--- config.mk ---
export PLATFORM = sky130hd
export DESIGN_NAME = scr1_timer_flat
export DESIGN_NICKNAME = d
export VERILOG_FILES = /design/src/verilog/scr1_dmem_pkg.sv /design/src/verilog/scr1_dmem_if.sv /design/src/verilog/scr1_timer.sv /design/src/flat_wrapper.sv
export SDC_FILE = /design/constraint.sdc
export NUM_CORES = 1
export LEC_CHECK = 0
export BUFFER_PORTS_ARGS = -buffer_cell sky130_fd_sc_hd__buf_4
export CORE_MARGIN = 3
export CORE_UTILIZATION = 63
export CTS_CLUSTER_SIZE = 25
export DETAILED_ROUTE_END_ITERATION = 8
export PLACE_DENSITY = 0.86
export SLEW_MARGIN = 40
export SYNTH_ARGS = -nofsm -noshare
export SYNTH_HDL_FRONTEND = slang
export SYNTH_SLANG_ARGS = --single-unit
--- constraint.sdc ---
create_clock -name clk -period 11.8 [get_ports clk]
set_clock_uncertainty 0.15 [all_clocks]
set_input_delay 2.36 -clock clk [delete_from_list [all_inputs] [get_ports clk]]
set_output_delay 2.36 -clock clk [all_outputs]
set_load 0.03 [all_outputs]
--- src/verilog/scr1_dmem_pkg.sv ---
`default_nettype none
//----------------------------------------------------------
// Shared types and constants of the data memory subsystem.
// Address map, response codes and timer register offsets,
// imported by every module of the design and the testbench.
//----------------------------------------------------------

package scr1_dmem_pkg;

//----------------------------------------------------------
// Data path widths
//----------------------------------------------------------
typedef logic [31:0] scr1_addr_t;
typedef logic [31:0] scr1_data_t;
typedef logic [63:0] scr1_timer_val_t;
typedef logic [4:0]  scr1_timer_ofs_t;      // Byte offset inside the timer window

// Memory request encodings, same as the core's LSU
typedef enum logic [1:0] {
    BYTE  = 2'b00,
    HWORD = 2'b01,
    WORD  = 2'b10
} scr1_mem_width_e;

typedef enum logic {
    RD = 1'b0,
    WR = 1'b1
} scr1_mem_cmd_e;

typedef enum logic [1:0] {
    IDLE   = 2'b00,
    RDY_OK = 2'b01,
    RDY_ER = 2'b10
} scr1_mem_resp_e;

//----------------------------------------------------------
// Address map
//----------------------------------------------------------
localparam scr1_addr_t SCR1_TCM_ADDR_MASK      = 32'hFFFF_F000;   // 4 KiB
localparam scr1_addr_t SCR1_TCM_ADDR_PATTERN   = 32'h0048_0000;
localparam scr1_addr_t SCR1_TIMER_ADDR_MASK    = 32'hFFFF_FFE0;   // 32 bytes
localparam scr1_addr_t SCR1_TIMER_ADDR_PATTERN = 32'h0049_0000;

localparam int unsigned SCR1_TCM_WORDS = 1024;
localparam int unsigned SCR1_TCM_IDX_W = $clog2(SCR1_TCM_WORDS);
typedef logic [SCR1_TCM_IDX_W-1:0] scr1_tcm_idx_t;

// Timer registers, word access only
localparam scr1_timer_ofs_t SCR1_TIMER_CTRL      = 5'h00;
localparam scr1_timer_ofs_t SCR1_TIMER_DIV       = 5'h04;
localparam scr1_timer_ofs_t SCR1_TIMER_MTIMELO   = 5'h08;
localparam scr1_timer_ofs_t SCR1_TIMER_MTIMEHI   = 5'h0C;
localparam scr1_timer_ofs_t SCR1_TIMER_MTIMECMPLO = 5'h10;
localparam scr1_timer_ofs_t SCR1_TIMER_MTIMECMPHI = 5'h14;

endpackage : scr1_dmem_pkg

`default_nettype wire

--- src/verilog/scr1_dmem_if.sv ---
`default_nettype none
//----------------------------------------------------------
// One data memory port with the req/req_ack/resp protocol.
// The router drives the master side, a target the slave side.
//----------------------------------------------------------

interface scr1_dmem_if
    import scr1_dmem_pkg::*;
();

    logic            req;
    scr1_mem_cmd_e   cmd;
    scr1_mem_width_e width;
    scr1_addr_t      addr;
    scr1_data_t      wdata;
    logic            req_ack;       // Request taken this cycle
    scr1_data_t      rdata;         // Valid with resp, reads only
    scr1_mem_resp_e  resp;

    modport master (
        output req, cmd, width, addr, wdata,
        input  req_ack, rdata, resp
    );

    modport slave (
        input  req, cmd, width, addr, wdata,
        output req_ack, rdata, resp
    );

endinterface : scr1_dmem_if

`default_nettype wire

--- src/verilog/scr1_timer.sv ---
`default_nettype none
//----------------------------------------------------------
// Memory-mapped machine timer. 64-bit mtime counts on a
// prescaled clk and raises timer_irq_o at mtimecmp.
//----------------------------------------------------------

module scr1_timer
    import scr1_dmem_pkg::*;
(
    input  logic            clk,
    input  logic            core_rst_n_local,
    scr1_dmem_if.slave      mem_s,
    output scr1_timer_val_t timer_val_o,
    output logic            timer_irq_o
);

logic            timer_en_q, timer_en_d;
scr1_data_t      div_q, div_d;
scr1_data_t      presc_q, presc_d;
scr1_timer_val_t mtime_q, mtime_d;
scr1_timer_val_t mtimecmp_q, mtimecmp_d;
logic            irq_q;
scr1_mem_resp_e  resp_q;
scr1_data_t      rdata_q, rdata_d;
scr1_timer_ofs_t reg_ofs;
logic            req_acc;
logic            reg_err;
logic            reg_wr;
logic            tick;

assign mem_s.req_ack = 1'b1;
assign req_acc       = mem_s.req & mem_s.req_ack;
assign reg_ofs       = mem_s.addr[4:0];
assign tick          = timer_en_q & (presc_q == div_q);    // Every DIV+1 cycles

//----------------------------------------------------------
// Register decode and read mux
//----------------------------------------------------------
always_comb begin
    reg_err = (mem_s.width != WORD);
    rdata_d = '0;
    case (reg_ofs)
        SCR1_TIMER_CTRL:       rdata_d = scr1_data_t'(timer_en_q);
        SCR1_TIMER_DIV:        rdata_d = div_q;
        SCR1_TIMER_MTIMELO:    rdata_d = mtime_q[31:0];
        SCR1_TIMER_MTIMEHI:    rdata_d = mtime_q[63:32];
        SCR1_TIMER_MTIMECMPLO: rdata_d = mtimecmp_q[31:0];
        SCR1_TIMER_MTIMECMPHI: rdata_d = mtimecmp_q[63:32];
        default:               reg_err = 1'b1;
    endcase
end

assign reg_wr = req_acc & (mem_s.cmd == WR) & ~reg_err;

//----------------------------------------------------------
// Next state, bus writes take priority over counting
//----------------------------------------------------------
always_comb begin
    timer_en_d = timer_en_q;
    div_d      = div_q;
    mtimecmp_d = mtimecmp_q;
    mtime_d    = tick ? mtime_q + 1'b1 : mtime_q;
    presc_d    = (~timer_en_q | tick) ? '0 : presc_q + 1'b1;
    if (reg_wr) begin
        case (reg_ofs)
            SCR1_TIMER_CTRL: timer_en_d = mem_s.wdata[0];
            SCR1_TIMER_DIV: begin
                div_d   = mem_s.wdata;
                presc_d = '0;       // Restart the period
            end
            SCR1_TIMER_MTIMELO:    mtime_d    = {mtime_q[63:32], mem_s.wdata};
            SCR1_TIMER_MTIMEHI:    mtime_d    = {mem_s.wdata, mtime_q[31:0]};
            SCR1_TIMER_MTIMECMPLO: mtimecmp_d = {mtimecmp_q[63:32], mem_s.wdata};
            SCR1_TIMER_MTIMECMPHI: mtimecmp_d = {mem_s.wdata, mtimecmp_q[31:0]};
            default: ;
        endcase
    end
end

always_ff @(posedge clk) begin
    if (~core_rst_n_local) begin
        timer_en_q <= 1'b0;
        div_q      <= '0;
        presc_q    <= '0;
        mtime_q    <= '0;
        mtimecmp_q <= '1;
        irq_q      <= 1'b0;
        resp_q     <= IDLE;
    end else begin
        timer_en_q <= timer_en_d;
        div_q      <= div_d;
        presc_q    <= presc_d;
        mtime_q    <= mtime_d;
        mtimecmp_q <= mtimecmp_d;
        irq_q      <= timer_en_d & (mtime_d >= mtimecmp_d);
        resp_q     <= req_acc ? (reg_err ? RDY_ER : RDY_OK) : IDLE;
    end
end

always_ff @(posedge clk) begin
    if (req_acc) begin
        rdata_q <= rdata_d;
    end
end

assign mem_s.rdata = rdata_q;
assign mem_s.resp  = resp_q;
assign timer_val_o = mtime_q;
assign timer_irq_o = irq_q;

// Interrupt only while the timer runs
a_irq_needs_en : assert property (@(posedge clk) disable iff (~core_rst_n_local)
    !timer_en_q |-> !timer_irq_o);

endmodule : scr1_timer

`default_nettype wire

--- src/flat_wrapper.sv ---
// flat-port wrapper written by rule: the top's interface ports become plain ports
module scr1_timer_flat import scr1_dmem_pkg::*;
  (clk, core_rst_n_local, timer_val_o, timer_irq_o, mem_s_req, mem_s_cmd, mem_s_width, mem_s_addr, mem_s_wdata, mem_s_req_ack, mem_s_rdata, mem_s_resp);
  scr1_dmem_if mem_s_i ();
  input  logic clk;
  input  logic core_rst_n_local;
  output scr1_timer_val_t timer_val_o;
  output logic timer_irq_o;
  input wire logic [$bits(mem_s_i.req)-1:0] mem_s_req;
  input wire logic [$bits(mem_s_i.cmd)-1:0] mem_s_cmd;
  input wire logic [$bits(mem_s_i.width)-1:0] mem_s_width;
  input wire logic [$bits(mem_s_i.addr)-1:0] mem_s_addr;
  input wire logic [$bits(mem_s_i.wdata)-1:0] mem_s_wdata;
  output wire logic [$bits(mem_s_i.req_ack)-1:0] mem_s_req_ack;
  output wire logic [$bits(mem_s_i.rdata)-1:0] mem_s_rdata;
  output wire logic [$bits(mem_s_i.resp)-1:0] mem_s_resp;
  assign mem_s_i.req = mem_s_req;
  assign mem_s_i.cmd = mem_s_cmd;
  assign mem_s_i.width = mem_s_width;
  assign mem_s_i.addr = mem_s_addr;
  assign mem_s_i.wdata = mem_s_wdata;
  assign mem_s_req_ack = mem_s_i.req_ack;
  assign mem_s_rdata = mem_s_i.rdata;
  assign mem_s_resp = mem_s_i.resp;
  scr1_timer u_core (.clk(clk), .core_rst_n_local(core_rst_n_local), .mem_s(mem_s_i), .timer_val_o(timer_val_o), .timer_irq_o(timer_irq_o));
endmodule
==> run_results.csv <==
group,metric,value,unit
global_routing,first_global_vias,12500,
floorplanning,start_util,0.646,
floorplanning,dieArea,22600,sq um
synth,synthArstFlopShare,0,
clock_tree,clkTransAtPathRegs,60,ps
finish,utilization,0.745,
finish,post-route-cell-area,15200,sq um
power,vdd_ir_drop_max,0.0950,mV
timing,finalHoldViolations,0,
clock_tree,postCtsHoldBufs,0,
clock_tree,postCtsSetupBuffers,0,
clock_tree,insertion_delay,530,ps
timing,drv_slew,0,
synth,synthCells,1541,
floorplanning,ios,170,
critical_path,crit_path_top_delay_cell,"and4_1",
routing,via_per_inst,6.93,
power,power_density,111,nW/um^2
routing,wirelength,46.3,mm
timing,post-route-min-period,6480,ps
clock_tree,cts-root-buf,"clkbuf_16",
critical_path,end_kind,"register",
timing,setup_tns,0,ps
synth,synthDistinctLibCells,70,
timing,worst_slew_pin_slew,881,ps
global_routing,antenna_found_initial,0,
floorplanning,coreArea,20400,sq um
synth,yosys_most_used_dff,"dfxtp_1",
synth,synth.cell_area,13200,sq um
status,status,"finished clean",
placed_design,dp_slack,4970,ps
timing,finalSetupViolCount,0,
clock_tree,cts_resized,0,
routing,dr.pass1.iters,6,
critical_path,crit_type,"primary input to register",
critical_path,startpoint_type,"primary input",
min_path,hp-class,"register to register",
timing,slew_headroom,0.408,
finish,final_cell_mix,"234 x nand2_1, 196 x dfxtp_1, 159 x buf_4",
timing,setup_slack,5320,ps
critical_path,path_max_fanout,63,
routing,ant_nets,0,
global_routing,grt_pass1_wl,70.5,mm
global_routing,overflow,0,
critical_path,slowest_delay,910,ps
routing,drt-initial-drc-count,1625,
floorplanning,die_w,150,um
placed_design,post-dp-hpwl,32.9,mm
timing,min_period_over_period,0.549,
synth,ys_seq_area_frac,0.371,
synth,ys_ff_latch,228,
clock_tree,ctsHtreeMaxLevel,1,
synth,syn_nets,1677,
power,p_leak,6.20,nW
routing,drc_errors,0,
floorplanning,placementRows,52,
routing,post_drt_wl_per_cell,24.1,um
synth,synth-edff-count,32,
floorplanning,die_y,150,um
global_routing,grtUsageTotal,0.400,
finish,drive_gt1_frac,0.142,
clock_tree,cts_buffers,25,
finish,num_antenna_cells,0,
clock_tree,cts.sink_count,228,
run,cap_violations,0,
clock_tree,cts_tree,"built",
finish,layout.nets,1771,
placed_design,post_dp_cell_area,14300,sq um
placed_design,gp_congestion,0.990,
critical_path,cp_top_family,"compound AO/OA/AOI/OAI gates",
finish,area_delta_synth_final,15.3,%
synth,yosysWarnings,0,
global_routing,grt_max_degree,91,
placed_design,io_buffers,141,
critical_path,worst-path-buf-inv,2,
timing,fmax,154,MHz
clock_tree,cts_max_path_buffers,3,
critical_path,required,12050,ps
finish,final_common_cell,"nand2_1",
critical_path,cp_cell_sequence,"buf_4 > nand4_1 > buf_4 > and4_1 > nand4_1 > nand3_1 > nand3_1 > ha_1 > a21o_1 > a21o_1 > a21oi_1 > o21ai_0 > a2111oi_1 > o311a_1 > nor3_1",
synth,synth_area_per_cell,8.54,sq um
routing,num_vias,13300,
timing,rsz0062_at_grt,"false",
critical_path,crit_arrival,6720,ps
==> cell usage after synthesis, types with 32 or more instances <==
library cell / number / share of area
nand4_1: 43 / 0.020
nor3_1: 36 / 0.014
mux2i_1: 71 / 0.054
nand3_1: 65 / 0.025
nand2_1: 234 / 0.067
xor2_1: 56 / 0.037
edfxtp_1: 32 / 0.073
a21oi_1: 116 / 0.044
dfxtp_1: 196 / 0.30
nor2_1: 81 / 0.023
and3_1: 42 / 0.020
o21ai_0: 52 / 0.020
clkbuf_1: 74 / 0.021
ha_1: 66 / 0.063
==> kinds of logic (layout without fill, tap and decap cells) <==
family | count (synthesis) | count (layout) | share of synthesized area
multiplexers | 77 | 77 | 0.0592
buffers and inverters | 106 | 218 | 0.0330
flip-flops | 228 | 228 | 0.371
other | 1 | 1 | 0.000285
XOR/XNOR | 70 | 70 | 0.0466
AO/OA/AOI/OAI | 365 | 365 | 0.185
AND/OR/NAND/NOR | 628 | 628 | 0.242
adder cells (fa/ha/maj) | 66 | 66 | 0.0628
==> layer usage <==
metal / share of wire / GRT usage
met3: 0.12 / 0.0674
met1: 0.37 / 0.525
met4: 0.085 / 0.279
met5: 0 / 0
met2: 0.43 / 0.602
==> worst register-to-register path: cells and delay by family, from the launching register on <==
| family | cells | cell delay, ps |
|---|---|---|
| simple gates | 5 | 2250 |
| compound gates | 8 | 2150 |
| flops | 1 | 430 |
| fa+ha+maj | 1 | 220 |
| xor+xnor | 1 | 170 |
==> power by group <==
part / internal [mW] / switching, mW / total (mW)
sequential: 0.794 / 0.00357 / 0.798
clock: 0.462 / 0.325 / 0.787
combinational: 0.0295 / 0.0681 / 0.0975
==> path summary, 6_finish.rpt <==
check | to | slack, ps | from | cells after the start
min reg2reg | u_core.div_q[13]$_SDFFE_PN0P_ | 330 | u_core.div_q[13]$_SDFFE_PN0P_ | 2
min | u_core.div_q[13]$_SDFFE_PN0P_ | 330 | u_core.div_q[13]$_SDFFE_PN0P_ | 2
max | u_core.timer_irq_o$_SDFF_PN0_ | 5320 | mem_s_req | 15
max reg2reg | u_core.timer_irq_o$_SDFF_PN0_ | 6300 | u_core.div_q[4]$_SDFFE_PN0P_ | 15
==> cell type report <==
cell class	count	area (sq um)
clock buffer	38	756
clock inverter	7	65.1
fill	1566	5200
inverter	13	48.8
multi-input combinational	1207	7870
sequential	228	4880
tap	270	338
timing repair buffer	160	1200
==> state kept, by name, indices dropped and copies added, names as in the netlist <==
| name | count |
|---|---|
| u_core.div_q | 32 |
| u_core.mem_s.rdata | 32 |
| u_core.mem_s.resp | 2 |
| u_core.mtimecmp_q | 64 |
| u_core.presc_q | 32 |
| u_core.timer_en_q | 1 |
| u_core.timer_irq_o | 1 |
| u_core.timer_val_o | 64 |
==> metrics by stage <==
| step | std cells | power, mW | hold slack (ps) |
|---|---|---|---|
| after floorplan | 1541 | 0.857 | 285 |
| after global placement | 1878 | 0.907 | 306 |
| after detailed placement | 1878 | 0.909 | 314 |
| after CTS | 1923 | 1.68 | 329 |
| after global routing | 1923 | 1.72 | 355 |
| final | 1923 | 1.68 | 334 |
Power figures use the tool's default switching activity.
