<file path="src/verilog/scr1_dmem_pkg.sv">
`default_nettype none
//----------------------------------------------------------
// Shared types and constants of the data memory subsystem.
// Address map, response codes and timer register offsets,
// imported by every module of the design and the testbench.
//----------------------------------------------------------

package scr1_dmem_pkg;

//----------------------------------------------------------
// Data path widths
//----------------------------------------------------------
typedef logic [31:0] scr1_addr_t;
typedef logic [31:0] scr1_data_t;
typedef logic [63:0] scr1_timer_val_t;
typedef logic [4:0]  scr1_timer_ofs_t;      // Byte offset inside the timer window

// Memory request encodings, same as the core's LSU
typedef enum logic [1:0] {
    BYTE  = 2'b00,
    HWORD = 2'b01,
    WORD  = 2'b10
} scr1_mem_width_e;

typedef enum logic {
    RD = 1'b0,
    WR = 1'b1
} scr1_mem_cmd_e;

typedef enum logic [1:0] {
    IDLE   = 2'b00,
    RDY_OK = 2'b01,
    RDY_ER = 2'b10
} scr1_mem_resp_e;

//----------------------------------------------------------
// Address map
//----------------------------------------------------------
localparam scr1_addr_t SCR1_TCM_ADDR_MASK      = 32'hFFFF_F000;   // 4 KiB
localparam scr1_addr_t SCR1_TCM_ADDR_PATTERN   = 32'h0048_0000;
localparam scr1_addr_t SCR1_TIMER_ADDR_MASK    = 32'hFFFF_FFE0;   // 32 bytes
localparam scr1_addr_t SCR1_TIMER_ADDR_PATTERN = 32'h0049_0000;

localparam int unsigned SCR1_TCM_WORDS = 1024;
localparam int unsigned SCR1_TCM_IDX_W = $clog2(SCR1_TCM_WORDS);
typedef logic [SCR1_TCM_IDX_W-1:0] scr1_tcm_idx_t;

// Timer registers, word access only
localparam scr1_timer_ofs_t SCR1_TIMER_CTRL      = 5'h00;
localparam scr1_timer_ofs_t SCR1_TIMER_DIV       = 5'h04;
localparam scr1_timer_ofs_t SCR1_TIMER_MTIMELO   = 5'h08;
localparam scr1_timer_ofs_t SCR1_TIMER_MTIMEHI   = 5'h0C;
localparam scr1_timer_ofs_t SCR1_TIMER_MTIMECMPLO = 5'h10;
localparam scr1_timer_ofs_t SCR1_TIMER_MTIMECMPHI = 5'h14;

endpackage : scr1_dmem_pkg

`default_nettype wire

</file>
<file path="src/verilog/scr1_dmem_if.sv">
`default_nettype none
//----------------------------------------------------------
// One data memory port with the req/req_ack/resp protocol.
// The router drives the master side, a target the slave side.
//----------------------------------------------------------

interface scr1_dmem_if
    import scr1_dmem_pkg::*;
();

    logic            req;
    scr1_mem_cmd_e   cmd;
    scr1_mem_width_e width;
    scr1_addr_t      addr;
    scr1_data_t      wdata;
    logic            req_ack;       // Request taken this cycle
    scr1_data_t      rdata;         // Valid with resp, reads only
    scr1_mem_resp_e  resp;

    modport master (
        output req, cmd, width, addr, wdata,
        input  req_ack, rdata, resp
    );

    modport slave (
        input  req, cmd, width, addr, wdata,
        output req_ack, rdata, resp
    );

endinterface : scr1_dmem_if

`default_nettype wire

</file>
<file path="src/verilog/scr1_dmem_router.sv">
`default_nettype none
//----------------------------------------------------------
// Data memory address decoder. Steers core requests to the
// TCM or the timer and returns their responses. Unmapped
// addresses are answered here with an error.
//----------------------------------------------------------

module scr1_dmem_router
    import scr1_dmem_pkg::*;
(
    input  logic            clk,
    input  logic            core_rst_n_local,

    // Core side
    input  logic            dmem_req_i,
    input  scr1_mem_cmd_e   dmem_cmd_i,
    input  scr1_mem_width_e dmem_width_i,
    input  scr1_addr_t      dmem_addr_i,
    input  scr1_data_t      dmem_wdata_i,
    output logic            dmem_req_ack_o,
    output scr1_data_t      dmem_rdata_o,
    output scr1_mem_resp_e  dmem_resp_o,

    // Targets
    scr1_dmem_if.master     tcm_m,
    scr1_dmem_if.master     timer_m
);

// Target of the response due in the current cycle
typedef enum logic [1:0] {
    SEL_IDLE,
    SEL_TCM,
    SEL_TIMER,
    SEL_ERR
} sel_state_e;

sel_state_e sel_q;
sel_state_e sel_d;
logic       tcm_hit;
logic       timer_hit;

assign tcm_hit   = (dmem_addr_i & SCR1_TCM_ADDR_MASK) == SCR1_TCM_ADDR_PATTERN;
assign timer_hit = (dmem_addr_i & SCR1_TIMER_ADDR_MASK) == SCR1_TIMER_ADDR_PATTERN;

//----------------------------------------------------------
// Request path
//----------------------------------------------------------
assign tcm_m.req     = dmem_req_i & tcm_hit;
assign tcm_m.cmd     = dmem_cmd_i;
assign tcm_m.width   = dmem_width_i;
assign tcm_m.addr    = dmem_addr_i;
assign tcm_m.wdata   = dmem_wdata_i;

assign timer_m.req   = dmem_req_i & timer_hit;
assign timer_m.cmd   = dmem_cmd_i;
assign timer_m.width = dmem_width_i;
assign timer_m.addr  = dmem_addr_i;
assign timer_m.wdata = dmem_wdata_i;

always_comb begin
    if (tcm_hit) begin
        dmem_req_ack_o = tcm_m.req_ack;
    end else if (timer_hit) begin
        dmem_req_ack_o = timer_m.req_ack;
    end else begin
        dmem_req_ack_o = 1'b1;      // Error answered locally
    end
end

always_comb begin
    if (~(dmem_req_i & dmem_req_ack_o)) begin
        sel_d = SEL_IDLE;
    end else if (tcm_hit) begin
        sel_d = SEL_TCM;
    end else if (timer_hit) begin
        sel_d = SEL_TIMER;
    end else begin
        sel_d = SEL_ERR;
    end
end

always_ff @(posedge clk) begin
    if (~core_rst_n_local) begin
        sel_q <= SEL_IDLE;
    end else begin
        sel_q <= sel_d;
    end
end

//----------------------------------------------------------
// Response path
//----------------------------------------------------------
always_comb begin
    case (sel_q)
        SEL_TCM: begin
            dmem_rdata_o = tcm_m.rdata;
            dmem_resp_o  = tcm_m.resp;
        end
        SEL_TIMER: begin
            dmem_rdata_o = timer_m.rdata;
            dmem_resp_o  = timer_m.resp;
        end
        SEL_ERR: begin
            dmem_rdata_o = '0;
            dmem_resp_o  = RDY_ER;
        end
        default: begin
            dmem_rdata_o = '0;
            dmem_resp_o  = IDLE;
        end
    endcase
end

// Address windows must not overlap
a_no_double_hit : assert property (@(posedge clk) disable iff (~core_rst_n_local)
    !(tcm_hit && timer_hit));

// A forwarded TCM request is answered by the TCM in the next cycle
a_tcm_resp_due : assert property (@(posedge clk) disable iff (~core_rst_n_local)
    (sel_q == SEL_TCM) |-> (tcm_m.resp != IDLE));

endmodule : scr1_dmem_router

`default_nettype wire

</file>
<file path="src/flat_wrapper.sv">
// flat-port wrapper written by rule: the top's interface ports become plain ports
module scr1_dmem_router_flat import scr1_dmem_pkg::*;
  (clk, core_rst_n_local, dmem_req_i, dmem_cmd_i, dmem_width_i, dmem_addr_i, dmem_wdata_i, dmem_req_ack_o, dmem_rdata_o, dmem_resp_o, tcm_m_req, tcm_m_cmd, tcm_m_width, tcm_m_addr, tcm_m_wdata, tcm_m_req_ack, tcm_m_rdata, tcm_m_resp, timer_m_req, timer_m_cmd, timer_m_width, timer_m_addr, timer_m_wdata, timer_m_req_ack, timer_m_rdata, timer_m_resp);
  scr1_dmem_if tcm_m_i ();
  scr1_dmem_if timer_m_i ();
  input  logic clk;
  input  logic core_rst_n_local;
  input  logic dmem_req_i;
  input  scr1_mem_cmd_e dmem_cmd_i;
  input  scr1_mem_width_e dmem_width_i;
  input  scr1_addr_t dmem_addr_i;
  input  scr1_data_t dmem_wdata_i;
  output logic dmem_req_ack_o;
  output scr1_data_t dmem_rdata_o;
  output scr1_mem_resp_e dmem_resp_o;
  output wire logic [$bits(tcm_m_i.req)-1:0] tcm_m_req;
  output wire logic [$bits(tcm_m_i.cmd)-1:0] tcm_m_cmd;
  output wire logic [$bits(tcm_m_i.width)-1:0] tcm_m_width;
  output wire logic [$bits(tcm_m_i.addr)-1:0] tcm_m_addr;
  output wire logic [$bits(tcm_m_i.wdata)-1:0] tcm_m_wdata;
  input wire logic [$bits(tcm_m_i.req_ack)-1:0] tcm_m_req_ack;
  input wire logic [$bits(tcm_m_i.rdata)-1:0] tcm_m_rdata;
  input wire logic [$bits(tcm_m_i.resp)-1:0] tcm_m_resp;
  output wire logic [$bits(timer_m_i.req)-1:0] timer_m_req;
  output wire logic [$bits(timer_m_i.cmd)-1:0] timer_m_cmd;
  output wire logic [$bits(timer_m_i.width)-1:0] timer_m_width;
  output wire logic [$bits(timer_m_i.addr)-1:0] timer_m_addr;
  output wire logic [$bits(timer_m_i.wdata)-1:0] timer_m_wdata;
  input wire logic [$bits(timer_m_i.req_ack)-1:0] timer_m_req_ack;
  input wire logic [$bits(timer_m_i.rdata)-1:0] timer_m_rdata;
  input wire logic [$bits(timer_m_i.resp)-1:0] timer_m_resp;
  assign tcm_m_req = tcm_m_i.req;
  assign tcm_m_cmd = tcm_m_i.cmd;
  assign tcm_m_width = tcm_m_i.width;
  assign tcm_m_addr = tcm_m_i.addr;
  assign tcm_m_wdata = tcm_m_i.wdata;
  assign tcm_m_i.req_ack = tcm_m_req_ack;
  assign tcm_m_i.rdata = tcm_m_rdata;
  assign tcm_m_i.resp = tcm_m_resp;
  assign timer_m_req = timer_m_i.req;
  assign timer_m_cmd = timer_m_i.cmd;
  assign timer_m_width = timer_m_i.width;
  assign timer_m_addr = timer_m_i.addr;
  assign timer_m_wdata = timer_m_i.wdata;
  assign timer_m_i.req_ack = timer_m_req_ack;
  assign timer_m_i.rdata = timer_m_rdata;
  assign timer_m_i.resp = timer_m_resp;
  scr1_dmem_router u_core (.clk(clk), .core_rst_n_local(core_rst_n_local), .dmem_req_i(dmem_req_i), .dmem_cmd_i(dmem_cmd_i), .dmem_width_i(dmem_width_i), .dmem_addr_i(dmem_addr_i), .dmem_wdata_i(dmem_wdata_i), .dmem_req_ack_o(dmem_req_ack_o), .dmem_rdata_o(dmem_rdata_o), .dmem_resp_o(dmem_resp_o), .tcm_m(tcm_m_i), .timer_m(timer_m_i));
endmodule
</file>
<file path="config.mk">
export PLATFORM = sky130hd
export DESIGN_NAME = scr1_dmem_router_flat
export DESIGN_NICKNAME = d
export VERILOG_FILES = /design/src/verilog/scr1_dmem_pkg.sv /design/src/verilog/scr1_dmem_if.sv /design/src/verilog/scr1_dmem_router.sv /design/src/flat_wrapper.sv
export SDC_FILE = /design/constraint.sdc
export NUM_CORES = 1
export LEC_CHECK = 0
export ABC_AREA = 1
export BUFFER_PORTS_ARGS = -buffer_cell sky130_fd_sc_hd__buf_2
export CAP_MARGIN = 15
export CORE_AREA = 5 5 117 119
export DETAILED_ROUTE_END_ITERATION = 8
export DIE_AREA = 0 0 122 124
export GPL_ROUTABILITY_DRIVEN = 0
export PLACE_DENSITY = 0.51
export SYNTH_ARGS = -nofsm -noshare
export SYNTH_HDL_FRONTEND = slang
export SYNTH_SLANG_ARGS = --single-unit
</file>
<file path="constraint.sdc">
create_clock -name clk -period 1.9 [get_ports clk]
set_input_delay 0.095 -clock clk [delete_from_list [all_inputs] [get_ports clk]]
set_output_delay 0.095 -clock clk [all_outputs]
set_load 0.02 [all_outputs]
</file>
==> reports/metrics.cfg, run 1 <==
[status]
status = finished clean

[timing]
max-slew-margin-rel_pct = 78.4
whs_ns = 0.190
hold_viol_final = 0
setup_viol = 0
fin_crit_ns = 1.68
rsz0062_at_grt = false
max_freq_ghz = 0.597
tns_ns = 0
fin_crit_sh_pct = 88.2
tightestPinTransition_ns = 0.324
slew_viol_final = 0
finalWorstSetupSlack_ns = 0.225

[power]
p_per_area_nw_per_um2 = 386
ir_drop_mv = 0.141
leakagePower_nw = 1.22
finalPower_uw = 807

[detailed_routing]
vias = 1901
first_iter_violations = 52
final_antenna_net_count = 0
drt-total-wl_um = 6020
first_pass_iters = 4
vias_per_cell = 3.49
drc_errors = 0
routedWlPerCell_um = 11.1

[die]
die_h_um = 124
core-area_um2 = 12500
std_cell_rows = 41
die_w_um = 122
initial_utilization_pct = 15.0
pin_count = 311
die-area_um2 = 15100

[final_layout]
fin_util_pct = 16.8
fillers = 1473
register_area_um2 = 40.0
largest_register_ffs = 2
stdcell_area_um2 = 2090
antennaDiodeCount = 0
synthToLayoutAreaGrowth_pct = 11.7
multi_input_area_um2 = 667
reg.largest.list = u_core.sel_q x2
top_register = u_core.sel_q
fin_cells = 545
layout-drive-gt1-share_pct = 54.4
nNetsFinal = 519

[global_routing]
grt_pass1_wl_um = 7870
gr-total-overflow = 0
gr-usage-all-layers_pct = 6.44
grt_pass1_vias = 1649
grt_max_degree = 35
antenna_found_initial = 0

[yosys]
synth_edf_count = 0
synthesis.area_um2 = 1870
synth_top_area_cell = buf_4
syn_inst = 322
syn_nets = 466
netlist.area_leader.share_pct = 53.7
synth_ff_type = dfxtp_1
ys_ff_latch = 2
syn_avg_cell_area_um2 = 5.82
yosysSeqAreaShare_pct = 2.14
yosysMostFrequentCell = buf_4
synth.area.top_cells = buf_4 (54%), nand2_1 (16%), a21oi_1 (9.1%)
synth_async_sr_flop_share_pct = 0
ys_types = 17
ys.warnings.count = 0
synth_common_cells = buf_4 (134), nand2_1 (82), a21oi_1 (34)

[cts]
clockBufferDepth = 2
cts_made_buffers = 3
cts_setup_buffers = 0
root_buffer = clkbuf_16
cts_resized = 0
ctsHoldBuffers = 0
htree_levels = 1
clock_sink_count = 2
tritoncts = done
path_clk_slew_ns = 0.03

[critical_path]
crit_start = u_core.sel_q[0]
startpoint_type = flip-flop
cp.required_ns = 1.80
crit_fanout = 32
setup.worst_path.end = dmem_rdata_o[17]
cp.arrival_ns = 1.58
critical_path_class = flip-flop to primary output
end_kind = primary output

[placement]
placed_cells = 542
pre_cts_ws_ns = 0.422
portBuffers = 190
place_area_um2 = 2020
dp_hpwl_um = 5200

[worst_hold_path]
worstHoldPathType = input port to primary output

[run]
cap_violations = 0

[critical path, cell delays in order (launching register included)]
cell and delay (ns):
dfxtp_1 0.36, inv_1 0.08, ha_1 0.27, inv_1 0.03, buf_4 0.22, a21oi_1 0.20, buf_2 0.20
[per-layer routing]
metal | track usage (%) | wire, um | vias up
met1 | 7.54 | 2220 | 757
met4 | 0.420 | 4 | 0
met5 | 0 | 0 | -
met2 | 9.19 | 2470 | 200
met3 | 5.77 | 1330 | 2
li1 | - | - | 942
[placed cells by master, fill, tap and decap left out, types with 2 or more instances in the layout]
cell	netlist	routed
nor4_2	2	2
nand2_2	2	2
nor2_1	14	14
clkbuf_16	0	3
a21oi_1	34	34
buf_4	134	2
dfxtp_1	2	2
ha_1	4	4
nor3_1	2	2
nand2_1	82	82
buf_2	8	190
inv_1	28	28
nand3_1	3	3
[layout make-up]
class / instances / share of cell area (%)
Timing Repair Buffer: 193 / 47.1
Clock buffer: 3 / 3.59
Inverter: 29 / 5.20
Tap cell: 172 / 10.3
Sequential cell: 2 / 1.91
Multi-Input combinational cell: 146 / 31.9
[power by group]
group          internal [mW]  switching, mW  total, mW
clock                  0.268         0.0463      0.314
combinational          0.172          0.274      0.447
sequential            0.0447        0.00216     0.0468
[cells by family (layout without fill, tap and decap cells)]
family / after synthesis / count (layout) / share of synthesized area, %
adders and majority gates: 4 / 4 / 2.67
DFF: 2 / 2 / 2.14
and+or+nand+nor: 107 / 107 / 23.4
buffers and inverters: 174 / 225 / 62.3
AOI/OAI and AO/OA: 35 / 35 / 9.49
[worst min-delay path by stage]
stage                     slack [ns]             start  depth (start not counted)                end
final                           0.19  dmem_wdata_i[20]                          0  timer_m_wdata[20]
after global placement          0.19  dmem_wdata_i[20]                          0  timer_m_wdata[20]
after detailed placement        0.19  dmem_wdata_i[20]                          0  timer_m_wdata[20]
after CTS                       0.19  dmem_wdata_i[20]                          0  timer_m_wdata[20]
after global routing            0.19   dmem_wdata_i[2]                          0   timer_m_wdata[2]
after floorplan                 0.30    dmem_addr_i[0]                          1      tcm_m_addr[0]
Note: power is estimated with default switching activity, not from simulation.
==> run 2, diff against run 1 <==
--- a/config.mk
+++ b/config.mk
@@ -12,6 +12,7 @@
 export DETAILED_ROUTE_END_ITERATION = 8
 export DIE_AREA = 0 0 122 124
 export GPL_ROUTABILITY_DRIVEN = 0
+export GPL_TIMING_DRIVEN = 0
 export PLACE_DENSITY = 0.51
 export SYNTH_ARGS = -nofsm -noshare
 export SYNTH_HDL_FRONTEND = slang
==> reports/metrics.cfg, run 2 (same netlist as run 1, synthesis figures left out) <==
[power]
leakagePower_nw = 2.22
p_per_area_nw_per_um2 = 346
finalPower_mw = 1.22
ir_drop_mv = 0.192

[worst_hold_path]
min_path_cells = 5
holdPathEnd = u_core.sel_q[0]
worstHoldStart = core_rst_n_local
worstHoldPathType = input port to flip-flop

[detailed_routing]
routedWlPerCell_um = 10.6
drt-total-wl_um = 8160
vias = 2533
first_pass_iters = 4
vias_per_cell = 3.30
final_antenna_net_count = 0
drc_errors = 0
first_iter_violations = 54

[global_routing]
grt_pass1_wl_um = 10700
antenna_found_initial = 0
grt_max_degree = 11
grt_pass1_vias = 2232
gr-usage-all-layers_pct = 8.47
gr-total-overflow = 0

[cts]
htree_levels = 1
cts_setup_buffers = 0
cts_made_buffers = 3
root_buffer = clkbuf_16
ctsHoldBuffers = 0
clock_sink_count = 2
path_clk_slew_ns = 0.03
clockBufferDepth = 2
tritoncts = done

[final_layout]
fin_util_pct = 28.3
stdcell_area_um2 = 3520
reg.largest.list = u_core.sel_q x2
nNetsFinal = 741
final_cell_mix = buf_2 (278), buf_4 (134), nand2_1 (82), a21oi_1 (33), inv_1 (28)
fin_cells = 767
final_common_cell = buf_2
top_register = u_core.sel_q
layout-drive-gt1-share_pct = 71.6
synthToLayoutAreaGrowth_pct = 88.0
largest_register_ffs = 2
antennaDiodeCount = 0

[critical_path]
end_kind = primary output
startpoint_type = flip-flop
cp.required_ns = 1.80
crit_fanout = 10
critical_path_class = flip-flop to primary output
cp.arrival_ns = 1.61

[timing]
setup_viol = 0
whs_ns = 0.225
finalWorstSetupSlack_ns = 0.196
slew_viol_final = 0
fin_crit_sh_pct = 89.7
rsz0062_at_grt = false
hold_viol_final = 0
max-slew-margin-rel_pct = 86.0
fin_crit_ns = 1.70
tns_ns = 0
tightestPinTransition_ns = 0.208
max_freq_ghz = 0.587

[die]
die_w_um = 122
core-area_um2 = 12500
initial_utilization_pct = 15.0
std_cell_rows = 41
die-area_um2 = 15100
die_h_um = 124
pin_count = 311

[placement]
pre_cts_ws_ns = 0.199
place_area_um2 = 3440
placed_cells = 764
portBuffers = 270
dp_hpwl_um = 7530

[run]
cap_violations = 0

[status]
status = finished clean

run 2: changes by cell type in the layout (fill, tap and decap cells not counted):
cell	change
a21oi_2	+1
buf_4	+132
buf_2	+88
a21oi_1	-1
buf_12	-1
clkbuf_2	+3
run 2: how the worst max path moves through the flow:
stage	startpoint	endpoint	slack (ns)
detailed placement	u_core.sel_q[0]	dmem_rdata_o[17]	0.20
CTS	u_core.sel_q[0]	dmem_rdata_o[7]	0.03
floorplan	u_core.sel_q[0]	dmem_rdata_o[0]	0.54
global placement	u_core.sel_q[0]	dmem_rdata_o[17]	0.15
global route	u_core.sel_q[0]	dmem_rdata_o[4]	0.02
finish	u_core.sel_q[0]	dmem_rdata_o[17]	0.20
run 2: worst max-delay path: stages (launching register included):
cell and delay (ns):
dfxtp_1 0.37, inv_1 0.08, ha_1 0.28, inv_1 0.08, clkbuf_2 0.21, a21oi_2 0.18, buf_2 0.19
run 2: layout make-up:
cell class,count,area [um2]
buffer,145,1060
sequential,2,40.0
tap,172,215
inverter,29,109
fill,1449,8940
multi-input combinational,146,671
clock buffer,3,75.1
timing repair buffer,270,1350
run 2: timing repair:
| action | 4_1_cts | 5_1_grt |
|---|---|---|
| setup endpoints to repair | 8 | 11 |
| gates resized for setup | 2 | 3 |
| pin swaps | 0 | 0 |
run 2: metal layers:
metal	global-route usage, %	up-vias	wire length (um)
li1	-	1386	-
met1	9.92	1020	3000
met2	16.0	127	4280
met3	2.41	0	883
met4	0.630	0	0
met5	0	-	0
run 2: power breakdown:
group	switching, mW	internal (mW)	total (mW)
Combinational	0.457	0.402	0.859
Sequential	0.00256	0.0447	0.0472
Clock	0.0453	0.267	0.313
